<file path="src/hw/replay_pkg.sv">
//**************************************************************************
// Shared widths, depths and read latency of the replay read engine,
// plus the replay memory address view (queue id + offset, or flat index)
//**************************************************************************

package replay_pkg;

  // Queues and memory regions
  localparam int NUM_QUEUES = 4;
  localparam int QID_W      = 2;
  localparam int OFFSET_W   = 6;
  localparam int ADDR_W     = QID_W + OFFSET_W;

  // Replay word
  localparam int DATA_W = 32;

  // Cycles from read request to read data valid
  localparam int MEM_LAT = 2;

  // FIFO sizing
  localparam int TAG_DEPTH_BITS  = 3;
  localparam int QBUF_DEPTH_BITS = 4;

  // Free entries left when nearly full asserts, enough for every read in flight
  localparam int QBUF_RESERVE = 4;

  // Replay memory address
  // Region select in the upper bits, word offset inside the region below
  typedef union packed {
    struct packed {
      logic [QID_W-1:0]    qid;
      logic [OFFSET_W-1:0] offset;
    } fields;
    logic [ADDR_W-1:0] flat;
  } replay_addr_u;

endpackage

</file>
<file path="src/hw/replay_egress.sv">
//**************************************************************************
// Egress merge: round-robin pop of the queue buffers into one
// registered valid/ready output stream tagged with the queue id
//**************************************************************************

`timescale 1ns/1ns

module replay_egress (
  input  logic                                                  clk,
  input  logic                                                  rst,
  input  logic [replay_pkg::NUM_QUEUES-1:0]                     qbuf_empty,
  input  logic [replay_pkg::NUM_QUEUES-1:0][replay_pkg::DATA_W-1:0] qbuf_dout,
  output logic [replay_pkg::NUM_QUEUES-1:0]                     qbuf_rd_en,
  output logic                                                  out_valid,
  output logic [replay_pkg::DATA_W-1:0]                         out_data,
  output logic [replay_pkg::QID_W-1:0]                          out_qid,
  input  logic                                                  out_ready
);

  logic [replay_pkg::QID_W-1:0] last_grant;
  logic [replay_pkg::QID_W-1:0] cand;
  logic [replay_pkg::QID_W-1:0] grant_qid;
  logic                         grant_vld;
  logic                         load_ok;

  // Register free now, or emptied by a transfer on this edge
  assign load_ok = !out_valid || out_ready;

  always_comb begin
    grant_vld = 1'b0;
    grant_qid = last_grant;
    cand      = last_grant;
    for (int i = 1; i <= replay_pkg::NUM_QUEUES; i++) begin
      cand = last_grant + i[replay_pkg::QID_W-1:0];
      if (!grant_vld && !qbuf_empty[cand]) begin
        grant_vld = 1'b1;
        grant_qid = cand;
      end
    end
  end

  always_comb begin
    qbuf_rd_en = '0;
    if (load_ok && grant_vld) begin
      qbuf_rd_en[grant_qid] = 1'b1;
    end
  end

  always_ff @(posedge clk) begin
    if (rst) begin
      out_valid  <= 1'b0;
      last_grant <= '1;
    end else if (load_ok) begin
      out_valid <= grant_vld;
      if (grant_vld) begin
        last_grant <= grant_qid;
      end
    end
  end

  // Word and tag captured from the fall-through output of the popped buffer
  always_ff @(posedge clk) begin
    if (load_ok && grant_vld) begin
      out_data <= qbuf_dout[grant_qid];
      out_qid  <= grant_qid;
    end
  end

  a_stall_stable: assert property (@(posedge clk) disable iff (rst)
    (out_valid && !out_ready) |=>
      (out_valid && $stable(out_data) && $stable(out_qid)));

endmodule

</file>
<file path="config.mk">
export PLATFORM = sky130hd
export DESIGN_NAME = replay_egress
export DESIGN_NICKNAME = d
export VERILOG_FILES = /design/src/hw/replay_pkg.sv /design/src/hw/replay_egress.sv
export SDC_FILE = /design/constraint.sdc
export NUM_CORES = 1
export LEC_CHECK = 0
export BUFFER_PORTS_ARGS = -buffer_cell sky130_fd_sc_hd__buf_2
export CORE_MARGIN = 2
export CORE_UTILIZATION = 30
export DETAILED_ROUTE_END_ITERATION = 12
export GPL_ROUTABILITY_DRIVEN = 1
export PLACE_DENSITY = 0.66
export RECOVER_POWER = 50
export SYNTH_ARGS = -nofsm -noshare
export SYNTH_HDL_FRONTEND = slang
export SYNTH_SLANG_ARGS = --single-unit
</file>
<file path="constraint.sdc">
create_clock -name clk -period 4.8 [get_ports clk]
set_input_delay 0.96 -clock clk [delete_from_list [all_inputs] [get_ports clk]]
set_output_delay 0.96 -clock clk [all_outputs]
set_load 0.03 [all_outputs]
</file>
Word-level counts from Yosys, hierarchy flattened
Cells that the tools add are included.

Register bits: 37. Input bits: 135. Output and inout bits: 39.

Add/sub/neg operators: 3. Magnitude comparators: 6. Muxes and demuxes: 21. Reduce and logical (&&, ||, !) cells: 13.

Operators with widths (number): 32-bit binary-select mux with 2-bit select (1); 32-bit 2-to-1 mux (1); 2-bit by 3-bit less-than comparator with 1-bit output, second input constant (5); 1-bit 2-to-1 mux (9); 1-bit binary-select mux with 2-bit select (4); 2-bit 2-to-1 mux (4); 1-bit logical NOT (6); 1-bit logical AND (5); 2-bit adder, second input constant (2); 4-bit 2-to-1 mux (1); 2-bit by 1-bit adder with 2-bit output, second input constant (1); 1-bit demux with 2-bit select (1); 2-bit by 1-bit >= comparator with 1-bit output, second input constant (1); 2-bit AND reduction (1); 1-bit logical OR (1).

Longest topological paths before layout
Gate-level depths: netlist of the first run.

Depth in word-level cells: 17. Depth in mapped cells: 7. Depth with buffers taken out: 5.

Worst setup path before layout of the first run
OpenSTA, ideal clock, no wires.

Path type: in2out. From: input port qbuf_empty[1] (netlist bit). To: output port qbuf_rd_en[1] (netlist bit). Data arrival time: 3.755 ns. Data required time: 3.840 ns. Slack: 0.085 ns. Stages on the path: 4. Cell sequence: and4_1 -> a21oi_1 -> nand2b_1 -> nor2b_1.

Cells in the longest elaborated chain, start to end: 16. Elaborated cells between the ends (all ways): 31. Those cells by class: 2 x order compare; 19 x mux; 10 x reduce/logical.

RTL lines: start, declared (RTL line replay_egress.sv:11) `input logic [replay_pkg::NUM_QUEUES-1:0] qbuf_empty,`; 1-bit binary-select mux with 2-bit select (RTL line replay_egress.sv:35) `if (!grant_vld && !qbuf_empty[cand]) begin`; 1-bit 2-to-1 mux (not written as such) (RTL line replay_egress.sv:35); 1-bit logical NOT (RTL line replay_egress.sv:35); 1-bit logical AND (RTL line replay_egress.sv:35); 1-bit 2-to-1 mux (RTL line replay_egress.sv:35); 1-bit logical NOT (RTL line replay_egress.sv:35); 1-bit logical AND (RTL line replay_egress.sv:35); 1-bit 2-to-1 mux (RTL line replay_egress.sv:35); 1-bit logical NOT (RTL line replay_egress.sv:35); 1-bit logical AND (RTL line replay_egress.sv:35); 2-bit 2-to-1 mux (RTL line replay_egress.sv:35); 2-bit by 3-bit less-than comparator with 1-bit output (not written as such) / 2-bit by 1-bit >= comparator with 1-bit output (equally long branches) (RTL line replay_egress.sv:45) `qbuf_rd_en[grant_qid] = 1'b1;`; 1-bit logical AND (not written as such) (RTL line replay_egress.sv:45); 1-bit 2-to-1 mux (not written as such) (RTL line replay_egress.sv:45); 1-bit demux with 2-bit select (RTL line replay_egress.sv:45); 4-bit 2-to-1 mux * (RTL line replay_egress.sv:44) `if (load_ok && grant_vld) begin`; end, declared (RTL line replay_egress.sv:13) `output logic [replay_pkg::NUM_QUEUES-1:0] qbuf_rd_en,`.

Every way passes the cells marked *; elsewhere a longest branch is shown, timed or not. The select of a mux whose other input is x is not followed.

Final worst setup path of the first run
From: input port qbuf_empty[1] (netlist bit). To: output port qbuf_rd_en[3] (netlist bit).

The elaborated chain is that of the path after synthesis.

==> run summary, run 1 <==
Chip Width -> 93.2 µm
pin count of the biggest net entering global routing -> 38
vias in the first global route -> 1932
H-tree Lvls -> 2
switching power -> 0.000405 W
number of fill cells -> 779
critical path launch point type -> input port
r2r endpoint -> out_data[25]
unrepaired setup endpoints after global routing -> false
post-synthesis sequential area ratio -> 45.3%
first-pass GRT wire length -> 8630 µm
IO Count -> 174
most common cell after layout, fill and taps aside -> buf_2
gpl congestion -> 0.672
HPWL after DPL -> 4450 µm
Max-Cap Viols -> 0
r2r worst-path depth -> 6
Hold Crit Start -> out_valid
grt met2 use -> 23.6%
Synth top area share -> 42.7%
Crit. End Element -> primary output
leakage power -> 1.60 nW
Worst-path clk slew -> 70 ps
fin nets -> 478
Worst Path Class, Setup -> input port to primary output
synth warn -> 0
Hold Path Class -> flop to flop
via count -> 1997
largest cells by area after synthesis -> edfxtp_1 43%, mux2i_1 41%, buf_12 5.0%, buf_6 2.8%, dfxtp_1 2.5%
Gate power share -> 41.1%
cts repair resizes -> 0
commonest cells after routing, fill and taps aside -> 137 x buf_2, 97 x mux2i_1, 39 x clkbuf_1
root buf cell -> clkbuf_8
Cell Rows -> 32
Synth area leader -> edfxtp_1
clk sinks -> 37
crit path time final -> 3470 ps
Fmax -> 288 MHz
WP data required -> 3840 ps
post-synthesis register bit count -> 37
clk buf depth -> 2
FF+latch area -> 0.00108 mm²
Slew HR -> 29.4%
CTS tree -> done
initial antenna violation count -> 0
Post-DRT Antenna Nets -> 0
Syn Nets -> 307
core area -> 0.00773 mm²
die height -> 93.2 µm
DRT iter0 DRCs -> 18
Peak VDD IR -> 0.000144 V
GR Overflow Total -> 0
final core occ -> 42.5%
Crit Path Max Fanout -> 37
worst hold path cell count -> 2
Internal Power -> 0.000722 W
share of cells above drive strength 1 -> 43.6%
overall routing resource usage -> 12.6%
vias per cell -> 4.48
max-slew violations -> 0
post-CTS setup buffers -> 0
hold_buf cts -> 0
post-layout instance area -> 0.00328 mm²
worst slew pin tran -> 1060 ps
Area after DPL -> 0.00324 mm²
Area Overhead vs Synth -> 37.5%
Total Wirelength -> 5500 µm
Period Utilization, post-route -> 72.3%
Seq pwr share -> 39.7%
DRT Pass-1 Iters -> 4
flop2flop setup slack -> 2460 ps
drt drc -> 0
cts bufs inserted -> 5
Avg Cell Area, Syn -> 13.9 µm²
Hold EP -> out_valid
PortBufs -> 173
PwrDens -> 343 mW/mm²
multi-input logic area -> 0.00113 mm²
Clock power frac -> 19.2%
status -> complete, no violations
met3 Resource Use GR -> 3.46%
diodes inserted -> 0
gr busiest metal -> met2
final number of setup-violating endpoints -> 0
Sw Share -> 36.0%
Arr. time, crit path -> 2510 ps
Syn Std Cell Area -> 0.00239 mm²
post-synth cell types -> 20
Hold Fails Final Rpt -> 0
Total Die Area -> 0.00869 mm²
sum of negative setup slack -> 0 ps
RR Startpoint -> last_grant[0]
routing usage on met1 -> 13.5%
Initial Utilization -> 30.9%
Clock Skews -> 3.57 ps
Post-Synthesis Cells -> 172
drt wl/cell -> 12.3 µm
latest clock arrival within the worst-skew pair -> 280 ps
-- power by group through the flow --
stage	clock, W	combinational, W	sequential (W)
final	0.000216	0.000464	0.000448
after floorplan	0	0.000261	0.000576
after detailed placement	0	0.000489	0.000453
after CTS	0.000226	0.000489	0.000446
after global placement	0	0.000480	0.000450
after global routing	0.000241	0.000503	0.000453
-- per-layer routing --
metal / routed length (µm) / up-vias
met1: 2080 / 915
met2: 2910 / 88
met3: 459 / 2
met4: 47 / 0
met5: 0 / -
li1: - / 992
-- worst max-delay path by stage --
stage	from	endpoint	slack, ps	cells past startpoint
finish	qbuf_empty[1]	qbuf_rd_en[3]	1330	6
global route	qbuf_empty[1]	qbuf_rd_en[3]	1190	6
CTS	qbuf_empty[2]	qbuf_rd_en[3]	1310	6
detailed placement	qbuf_empty[2]	qbuf_rd_en[3]	1320	6
global placement	qbuf_empty[2]	qbuf_rd_en[3]	1370	6
floorplan	qbuf_empty[1]	qbuf_rd_en[1]	90	4
-- cells in the mapped netlist --
cell / instances
nand3_2: 1
nor2_1: 4
and4_1: 1
nand2b_1: 1
nor2b_1: 2
buf_6: 6
mux2i_1: 97
edfxtp_1: 34
o211ai_1: 1
and3_1: 1
inv_1: 3
nor2b_2: 1
dfxtp_1: 3
a211o_1: 1
buf_12: 6
a21oi_1: 3
nand3_1: 1
nand2_1: 3
o21ai_1: 1
o21ai_2: 2
-- sequential cells by signal, summed over array words and instances (netlist names) --
signal / flops
out_data: 32
last_grant: 2
out_qid: 2
out_valid: 1
-- kinds of logic after synthesis --
| group | count (synthesis) | share of synthesized area [%] |
|---|---|---|
| AND/OR/NAND/NOR | 15 | 3.51 |
| AO/OA/AOI/OAI | 8 | 2.25 |
| multiplexers | 97 | 40.6 |
| buffers and inverters | 15 | 8.33 |
| flip-flops | 37 | 45.3 |
-- critical path, stage by stage --
cell and delay (ps):
clkbuf_1 160, nor2_1 80, o21ai_1 220, nand3_4 500, and3_1 420, buf_2 170
-- stage by stage --
stage	hold slack, ps	instances	setup slack [ps]	power, W
after floorplan	488	172	85.5	0.000837
final	511	446	1330	0.00113
after detailed placement	505	438	1320	0.000942
after global placement	493	438	1370	0.000930
after global routing	551	446	1190	0.00120
after CTS	516	446	1310	0.00116
-- cell type report --
cell class                      instances  share of cell area (%)
Sequential cell                        37                    32.9
Timing Repair Buffer                  176                    25.6
Tap cell                              102                    3.89
Inverter                                3                   0.343
Multi-Input combinational cell        120                    34.6
Clock buffer                            8                    2.74
Power figures use the tool's default switching activity.
==> run 2: changes to the inputs <==
--- a/config.mk
+++ b/config.mk
@@ -5,12 +5,13 @@
 export SDC_FILE = /design/constraint.sdc
 export NUM_CORES = 1
 export LEC_CHECK = 0
+export ABC_AREA = 1
 export BUFFER_PORTS_ARGS = -buffer_cell sky130_fd_sc_hd__buf_2
 export CORE_MARGIN = 2
 export CORE_UTILIZATION = 30
 export DETAILED_ROUTE_END_ITERATION = 12
 export GPL_ROUTABILITY_DRIVEN = 1
-export PLACE_DENSITY = 0.66
+export PLACE_DENSITY = 0.63
 export RECOVER_POWER = 50
 export SYNTH_ARGS = -nofsm -noshare
 export SYNTH_HDL_FRONTEND = slang
==> constraint.sdc (replaced) <==
create_clock -name clk -period 2.9 [get_ports clk]
set_input_delay 0.58 -clock clk [delete_from_list [all_inputs] [get_ports clk]]
set_output_delay 0.58 -clock clk [all_outputs]
set_load 0.03 [all_outputs]
==> run 2 against run 1 <==
Net effect: sequential cell count unchanged; clock skew increased by 3.9 ps; die area increased by 41%; hold slack got worse by 46 ps; wire length increased by 77%; cell count increased by 70%; critical endpoint is now qbuf_rd_en[2]; highest routed layer unchanged.
==> run summary, run 2 <==
synth warn -> 0 (unchanged)
Async S/R FF share, synth -> 0% (unchanged)
Peak VDD IR -> 0.000780 V (was 0.000144 V)
Hold Fails Final Rpt -> 0 (unchanged)
number of fill cells -> 1196 (was 779)
most common cell in the netlist -> nand2_1 (was mux2i_1)
Slew HR -> 33.1% (was 29.4%)
post-synthesis register bit count -> 37 (unchanged)
Clock Skews -> 7.46 ps (was 3.57 ps)
flop2flop setup slack -> 390 ps (was 2460 ps)
Worst Path Class, Setup -> flop to primary output (was input port to primary output)
diodes inserted -> 0 (unchanged)
post-synth cell types -> 23 (was 20)
biggest regs -> out_data x32, last_grant x2, out_qid x2 (unchanged)
DRT Pass-1 Iters -> 4 (unchanged)
worst slew pin tran -> 1000 ps (was 1060 ps)
Post-Synthesis Cells -> 453 (was 172)
Area Overhead vs Synth -> 29.0% (was 37.5%)
clk buf depth -> 2 (unchanged)
cts bufs inserted -> 5 (unchanged)
overall routing resource usage -> 15.6% (was 12.6%)
fin nets -> 748 (was 478)
Hold Path Class -> input port to flop (was flop to flop)
crit path time final -> 2700 ps
unrepaired setup endpoints after global routing -> false (unchanged)
Initial Utilization -> 30.4% (was 30.9%)
Syn Std Cell Area -> 0.00343 mm² (was 0.00239 mm²)
Most flops, register -> out_data (unchanged)
Period Utilization, post-route -> 93.1%
EDFF count, synth -> 34 (unchanged)
vias per cell -> 4.59 (was 4.48)
Crit Path Max Fanout -> 18 (was 37)
Max-Cap Viols -> 0 (unchanged)
PortBufs -> 173 (unchanged)
top_reg_cell synth -> edfxtp_1 (unchanged)
Post-DRT Antenna Nets -> 0 (unchanged)
Fmax -> 371 MHz
largest cells by area after synthesis -> edfxtp_1 30%, nand2_1 25%, nand3_2 18%, nand3_1 6.1%, buf_12 4.1% (was edfxtp_1 43%, mux2i_1 41%, buf_12 5.0%, buf_6 2.8%, dfxtp_1 2.5%)
Crit. End Element -> primary output (unchanged)
drt drc -> 0 (unchanged)
max reg flops -> 32 (unchanged)
die height -> 111 µm (was 93.2 µm)
first-pass GRT wire length -> 16000 µm (was 8630 µm)
critical path launch point type -> flop (was input port)
Chip Width -> 111 µm (was 93.2 µm)
post-synthesis sequential area ratio -> 31.6% (was 45.3%)
Arr. time, crit path -> 2120 ps (was 2510 ps)
WP data required -> 2320 ps (was 3840 ps)
latest clock arrival within the worst-skew pair -> 280 ps (about the same)
post-placement worst setup slack -> 326 ps (was 1320 ps)
Post-synth top cells -> 225 x nand2_1, 62 x nand3_2, 42 x nand3_1 (was 97 x mux2i_1, 34 x edfxtp_1, 6 x buf_12, 6 x buf_6, 4 x nor2_1)
hold_buf cts -> 0 (unchanged)
final number of setup-violating endpoints -> 0 (unchanged)
IO Count -> 174 (unchanged)
commonest cells after routing, fill and taps aside -> 225 x nand2_1, 138 x buf_2, 62 x nand3_2 (was 137 x buf_2, 97 x mux2i_1, 39 x clkbuf_1)
Total Wirelength -> 9710 µm (was 5500 µm)
vias in the first global route -> 3360 (was 1932)
clk sinks -> 37 (unchanged)
root buf cell -> clkbuf_16 (was clkbuf_8)
share of cells above drive strength 1 -> 40.4% (was 43.6%)
hold slack -> 465 ps (was 511 ps)
DRT iter0 DRCs -> 192 (was 18)
Avg Cell Area, Syn -> 7.56 µm² (was 13.9 µm²)
status -> complete, no violations (unchanged)
Syn Nets -> 588 (was 307)
leakage power -> 2.40 nW (was 1.60 nW)
sum of negative setup slack -> 0 ps (unchanged)
CTS tree -> done (unchanged)
initial antenna violation count -> 0 (unchanged)
Total Die Area -> 0.0123 mm² (was 0.00869 mm²)
gpl congestion -> 0.853 (was 0.672)
H-tree Lvls -> 2 (unchanged)
core area -> 0.0113 mm² (was 0.00773 mm²)
drt wl/cell -> 12.8 µm (was 12.3 µm)
max-slew violations -> 0 (unchanged)
PwrDens -> 1490 mW/mm² (was 343 mW/mm²)
Final Worst Setup Slack -> 201 ps (was 1330 ps)
pin count of the biggest net entering global routing -> 65 (was 38)
Synth area leader -> edfxtp_1 (unchanged)
GR Overflow Total -> 0 (unchanged)
Worst-path clk slew -> 60 ps (was 70 ps)
Cell Rows -> 39 (was 32)
via count -> 3473 (was 1997)
most common cell after layout, fill and taps aside -> nand2_1 (was buf_2)
Synth top area share -> 29.8% (was 42.7%)
HPWL after DPL -> 7240 µm (was 4450 µm)
[run 2: path summary, 6_finish.rpt]
check,from,end,cells past startpoint
max reg2reg,last_grant[0],out_data[9],14
max,last_grant[0],qbuf_rd_en[2],12
min,rst,out_valid,2
min reg2reg,last_grant[0],last_grant[0],2
[run 2: critical path, stage by stage, from the launching register on]
cell     delay, ps
dfxtp_2        370
inv_4          150
nand2_1         80
nand2_2        160
nand2_2        100
nand2_4        120
nand3_4        120
nand2_4        120
nand2_4        150
inv_2           80
nand2_1         60
nor2_1         110
buf_2          210
[run 2: stage by stage]
step                      power, W  utilization [%]  area (µm²)  cells
final                      0.00656             39.2        4420    757
after global routing       0.00723             39.2        4420    757
after CTS                  0.00675             39.6        4470    757
after detailed placement   0.00603             37.9        4280    749
after global placement     0.00594             37.9        4280    749
after floorplan            0.00525                -        3430    453
[run 2: kinds of logic (layout without fill, tap and decap cells)]
kind of cell    Yosys count  in the layout  share of synthesized area, %
simple gates            366            366                          57.0
compound gates            5              5                         0.840
flops                    37             37                          31.6
buf+inv                  45            206                          10.6
[run 2: power by group]
group | total, W | internal, W | switching (W) | leakage (nW)
registers | 0.00123 | 0.00112 | 0.000108 | 0.376
clock network | 0.000702 | 0.000491 | 0.000211 | 0.0938
logic | 0.00463 | 0.00133 | 0.00329 | 1.93
[run 2: layer usage]
metal / vias to the layer above / global-route usage [%] / routed length (µm)
li1: 1792 / - / -
met1: 1569 / 19.9 / 4380
met2: 108 / 27.8 / 4750
met3: 4 / 2.73 / 539
met4: 0 / 2.92 / 51
met5: - / 0 / 0
[run 2: what timing repair did]
item	in CTS	in global routing
gates resized for setup	0	3
buffers inserted	0	0
setup endpoints to repair	0	4
[run 2: area by class of cell]
type	instances	area, µm²	share of cell area, %
multi-input cells	371	2000	45.2
flip-flops and latches	37	1080	24.5
repair buffers	185	915	20.7
well taps	143	179	4.05
clock buffers	5	125	2.83
clock inverters	3	65.1	1.47
inverters	13	53.8	1.22
==> run 3: changes to the inputs <==
--- a/config.mk
+++ b/config.mk
@@ -8,10 +8,10 @@
 export ABC_AREA = 1
 export BUFFER_PORTS_ARGS = -buffer_cell sky130_fd_sc_hd__buf_2
 export CORE_MARGIN = 2
-export CORE_UTILIZATION = 30
+export CORE_UTILIZATION = 42
 export DETAILED_ROUTE_END_ITERATION = 12
 export GPL_ROUTABILITY_DRIVEN = 1
-export PLACE_DENSITY = 0.63
+export PLACE_DENSITY = 0.82
 export RECOVER_POWER = 50
 export SYNTH_ARGS = -nofsm -noshare
 export SYNTH_HDL_FRONTEND = slang
==> run 3 against run 2 <==
Net effect: sequential share of layout area increased by 0.95 points; sequential cell count did not move; wire length fell by 5.6%; clock skew down 4.1 ps; largest cell class unchanged; hold slack worse by 2.2 ps; first-iteration DRC count fell by 41%.
==> run summary, run 3 (synthesis results as in run 2) <==
Final Worst Setup Slack -> 169 ps (was 201 ps)
most common cell after layout, fill and taps aside -> nand2_1 (unchanged)
Chip Width -> 94.3 µm (was 111 µm)
via count -> 3524 (was 3473)
PwrDens -> 1450 mW/mm² (was 1490 mW/mm²)
number of fill cells -> 775 (was 1196)
status -> complete, no violations (unchanged)
Fmax -> 366 MHz (was 371 MHz)
Worst-path clk slew -> 70 ps (was 60 ps)
post-layout instance area -> 0.00425 mm² (was 0.00442 mm²)
Internal Power -> 0.00264 W (was 0.00295 W)
diodes inserted -> 0 (unchanged)
RR Startpoint -> last_grant[1] (was last_grant[0])
end point of the critical path -> qbuf_rd_en[3] (was qbuf_rd_en[2])
first-pass GRT wire length -> 13900 µm (was 16000 µm)
CTS tree -> done (unchanged)
r2r endpoint -> out_data[0] (was out_data[9])
Cell Rows -> 32 (was 39)
Area Overhead vs Synth -> 24.0% (was 29.0%)
pin count of the biggest net entering global routing -> 65 (unchanged)
Seq pwr share -> 20.0% (was 18.8%)
DRT Pass-1 Iters -> 4 (unchanged)
Slew HR -> 34.1% (was 33.1%)
vias per cell -> 4.94 (was 4.59)
Arr. time, crit path -> 2150 ps (was 2120 ps)
Max-Cap Viols -> 0 (unchanged)
gpl congestion -> 0.868 (was 0.853)
cts bufs inserted -> 5 (unchanged)
critical path launch point type -> flop (unchanged)
commonest cells after routing, fill and taps aside -> 225 x nand2_1, 138 x buf_2, 62 x nand3_2 (unchanged)
Most flops, register -> out_data (unchanged)
r2r worst-path depth -> 11 (was 14)
root buf cell -> clkbuf_8 (was clkbuf_16)
die height -> 94.3 µm (was 111 µm)
flop2flop setup slack -> 410 ps (was 390 ps)
Area after DPL -> 0.00422 mm² (was 0.00428 mm²)
Crit. End Element -> primary output (unchanged)
Initial Utilization -> 43.9% (was 30.4%)
Period Utilization, post-route -> 94.2% (was 93.1%)
Clock Skews -> 3.36 ps (was 7.46 ps)
drt wl/cell -> 12.8 µm (about the same)
HPWL after DPL -> 6880 µm (was 7240 µm)
biggest regs -> out_data x32, last_grant x2, out_qid x2 (unchanged)
Hold Fails Final Rpt -> 0 (unchanged)
final core occ -> 54.4% (was 39.2%)
share of cells above drive strength 1 -> 40.5% (was 40.4%)
drt drc -> 0 (unchanged)
final number of setup-violating endpoints -> 0 (unchanged)
Crit Path Max Fanout -> 20 (was 18)
IO Count -> 174 (unchanged)
Clock power frac -> 5.2% (was 10.7%)
DRT iter0 DRCs -> 114 (was 192)
latest clock arrival within the worst-skew pair -> 280 ps (about the same)
sum of negative setup slack -> 0 ps (unchanged)
Peak VDD IR -> 0.00104 V (was 0.000780 V)
max-slew violations -> 0 (unchanged)
vias in the first global route -> 3132 (was 3360)
core area -> 0.00781 mm² (was 0.0113 mm²)
CP Launch Point -> last_grant[1] (was last_grant[0])
switching power -> 0.00354 W (was 0.00361 W)
Sw Share -> 57.3% (was 55.0%)
overall routing resource usage -> 19.6% (was 15.6%)
hold_buf cts -> 0 (unchanged)
Post-DRT Antenna Nets -> 0 (unchanged)
max reg flops -> 32 (unchanged)
clk buf depth -> 2 (unchanged)
post-placement worst setup slack -> 365 ps (was 326 ps)
H-tree Lvls -> 2 (unchanged)
PortBufs -> 173 (unchanged)
initial antenna violation count -> 0 (unchanged)
worst slew pin tran -> 988 ps (was 1000 ps)
clk sinks -> 37 (unchanged)
leakage power -> 2.35 nW (was 2.40 nW)
Worst Path Class, Setup -> flop to primary output (unchanged)
crit path time final -> 2730 ps (was 2700 ps)
Total Wirelength -> 9170 µm (was 9710 µm)
WP data required -> 2320 ps (about the same)
GR Overflow Total -> 0 (unchanged)
placed cells -> 708 (was 749)
Final Instance Count excl. Fillers -> 714 (was 757)
fin nets -> 748 (unchanged)
Hold Path Class -> input port to flop (unchanged)
Gate power share -> 74.8% (was 70.5%)
Total Die Area -> 0.00890 mm² (was 0.0123 mm²)
-- run 3: how the worst min path moves through the flow --
| stage | start | end | slack, ps | depth (start not counted) |
|---|---|---|---|---|
| after global placement | out_valid | out_valid | 580 | 4 |
| after floorplan | last_grant[1] | last_grant[1] | 570 | 3 |
| after global routing | rst | out_valid | 460 | 2 |
| final | rst | out_valid | 460 | 2 |
| after CTS | rst | out_valid | 460 | 2 |
| after detailed placement | last_grant[0] | last_grant[0] | 570 | 2 |
-- run 3: worst max-delay path, cell delays in order (launching register included) --
cell and delay [ps]:
dfxtp_1 540, inv_4 90, nand2_1 90, nand2_2 110, nand2_4 110, nand2_8 80, nand3_4 120, nand2_4 80
nand2_4 200, nand2_1 130, nor2_1 110, buf_2 200
-- run 3: power groups by stage --
stage | clock network, W | registers (W) | logic, W
2_1_floorplan | 0 | 0.00174 | 0.00351
3_3_place_gp | 0 | 0.00122 | 0.00459
3_5_place_dp | 0 | 0.00124 | 0.00472
4_1_cts | 0.000332 | 0.00123 | 0.00474
5_1_grt | 0.000357 | 0.00126 | 0.00514
6_report | 0.000321 | 0.00123 | 0.00462
-- run 3: final cells by class --
class / instances / area [µm²] / share of cell area (%)
multi-input combinational: 371 / 1990 / 46.9
sequential: 37 / 1080 / 25.5
timing repair buffer: 185 / 920 / 21.6
tap: 102 / 128 / 3.00
clock buffer: 5 / 68.8 / 1.62
inverter: 13 / 51.3 / 1.21
clock inverter: 1 / 5.00 / 0.118
-- run 3: metal layers --
metal,vias to the layer above,wire [µm],global-route usage (%)
met4,0,136,4.59
met1,1592,3650,22.6
li1,1790,-,-
met5,-,0,0
met3,16,560,2.65
met2,126,4830,38.2
-- run 3: stage by stage --
| stage | hold slack (ps) | power, W |
|---|---|---|
| 2_1_floorplan | 572 | 0.00525 |
| 3_3_place_gp | 576 | 0.00581 |
| 3_5_place_dp | 572 | 0.00596 |
| 4_1_cts | 460 | 0.00629 |
| 5_1_grt | 463 | 0.00675 |
| 6_report | 463 | 0.00617 |
-- run 3: repair_timing --
item	4_1_cts	5_1_grt
endpoints found under the setup margin	0	4
gates resized for setup	0	2
buffers inserted	0	0
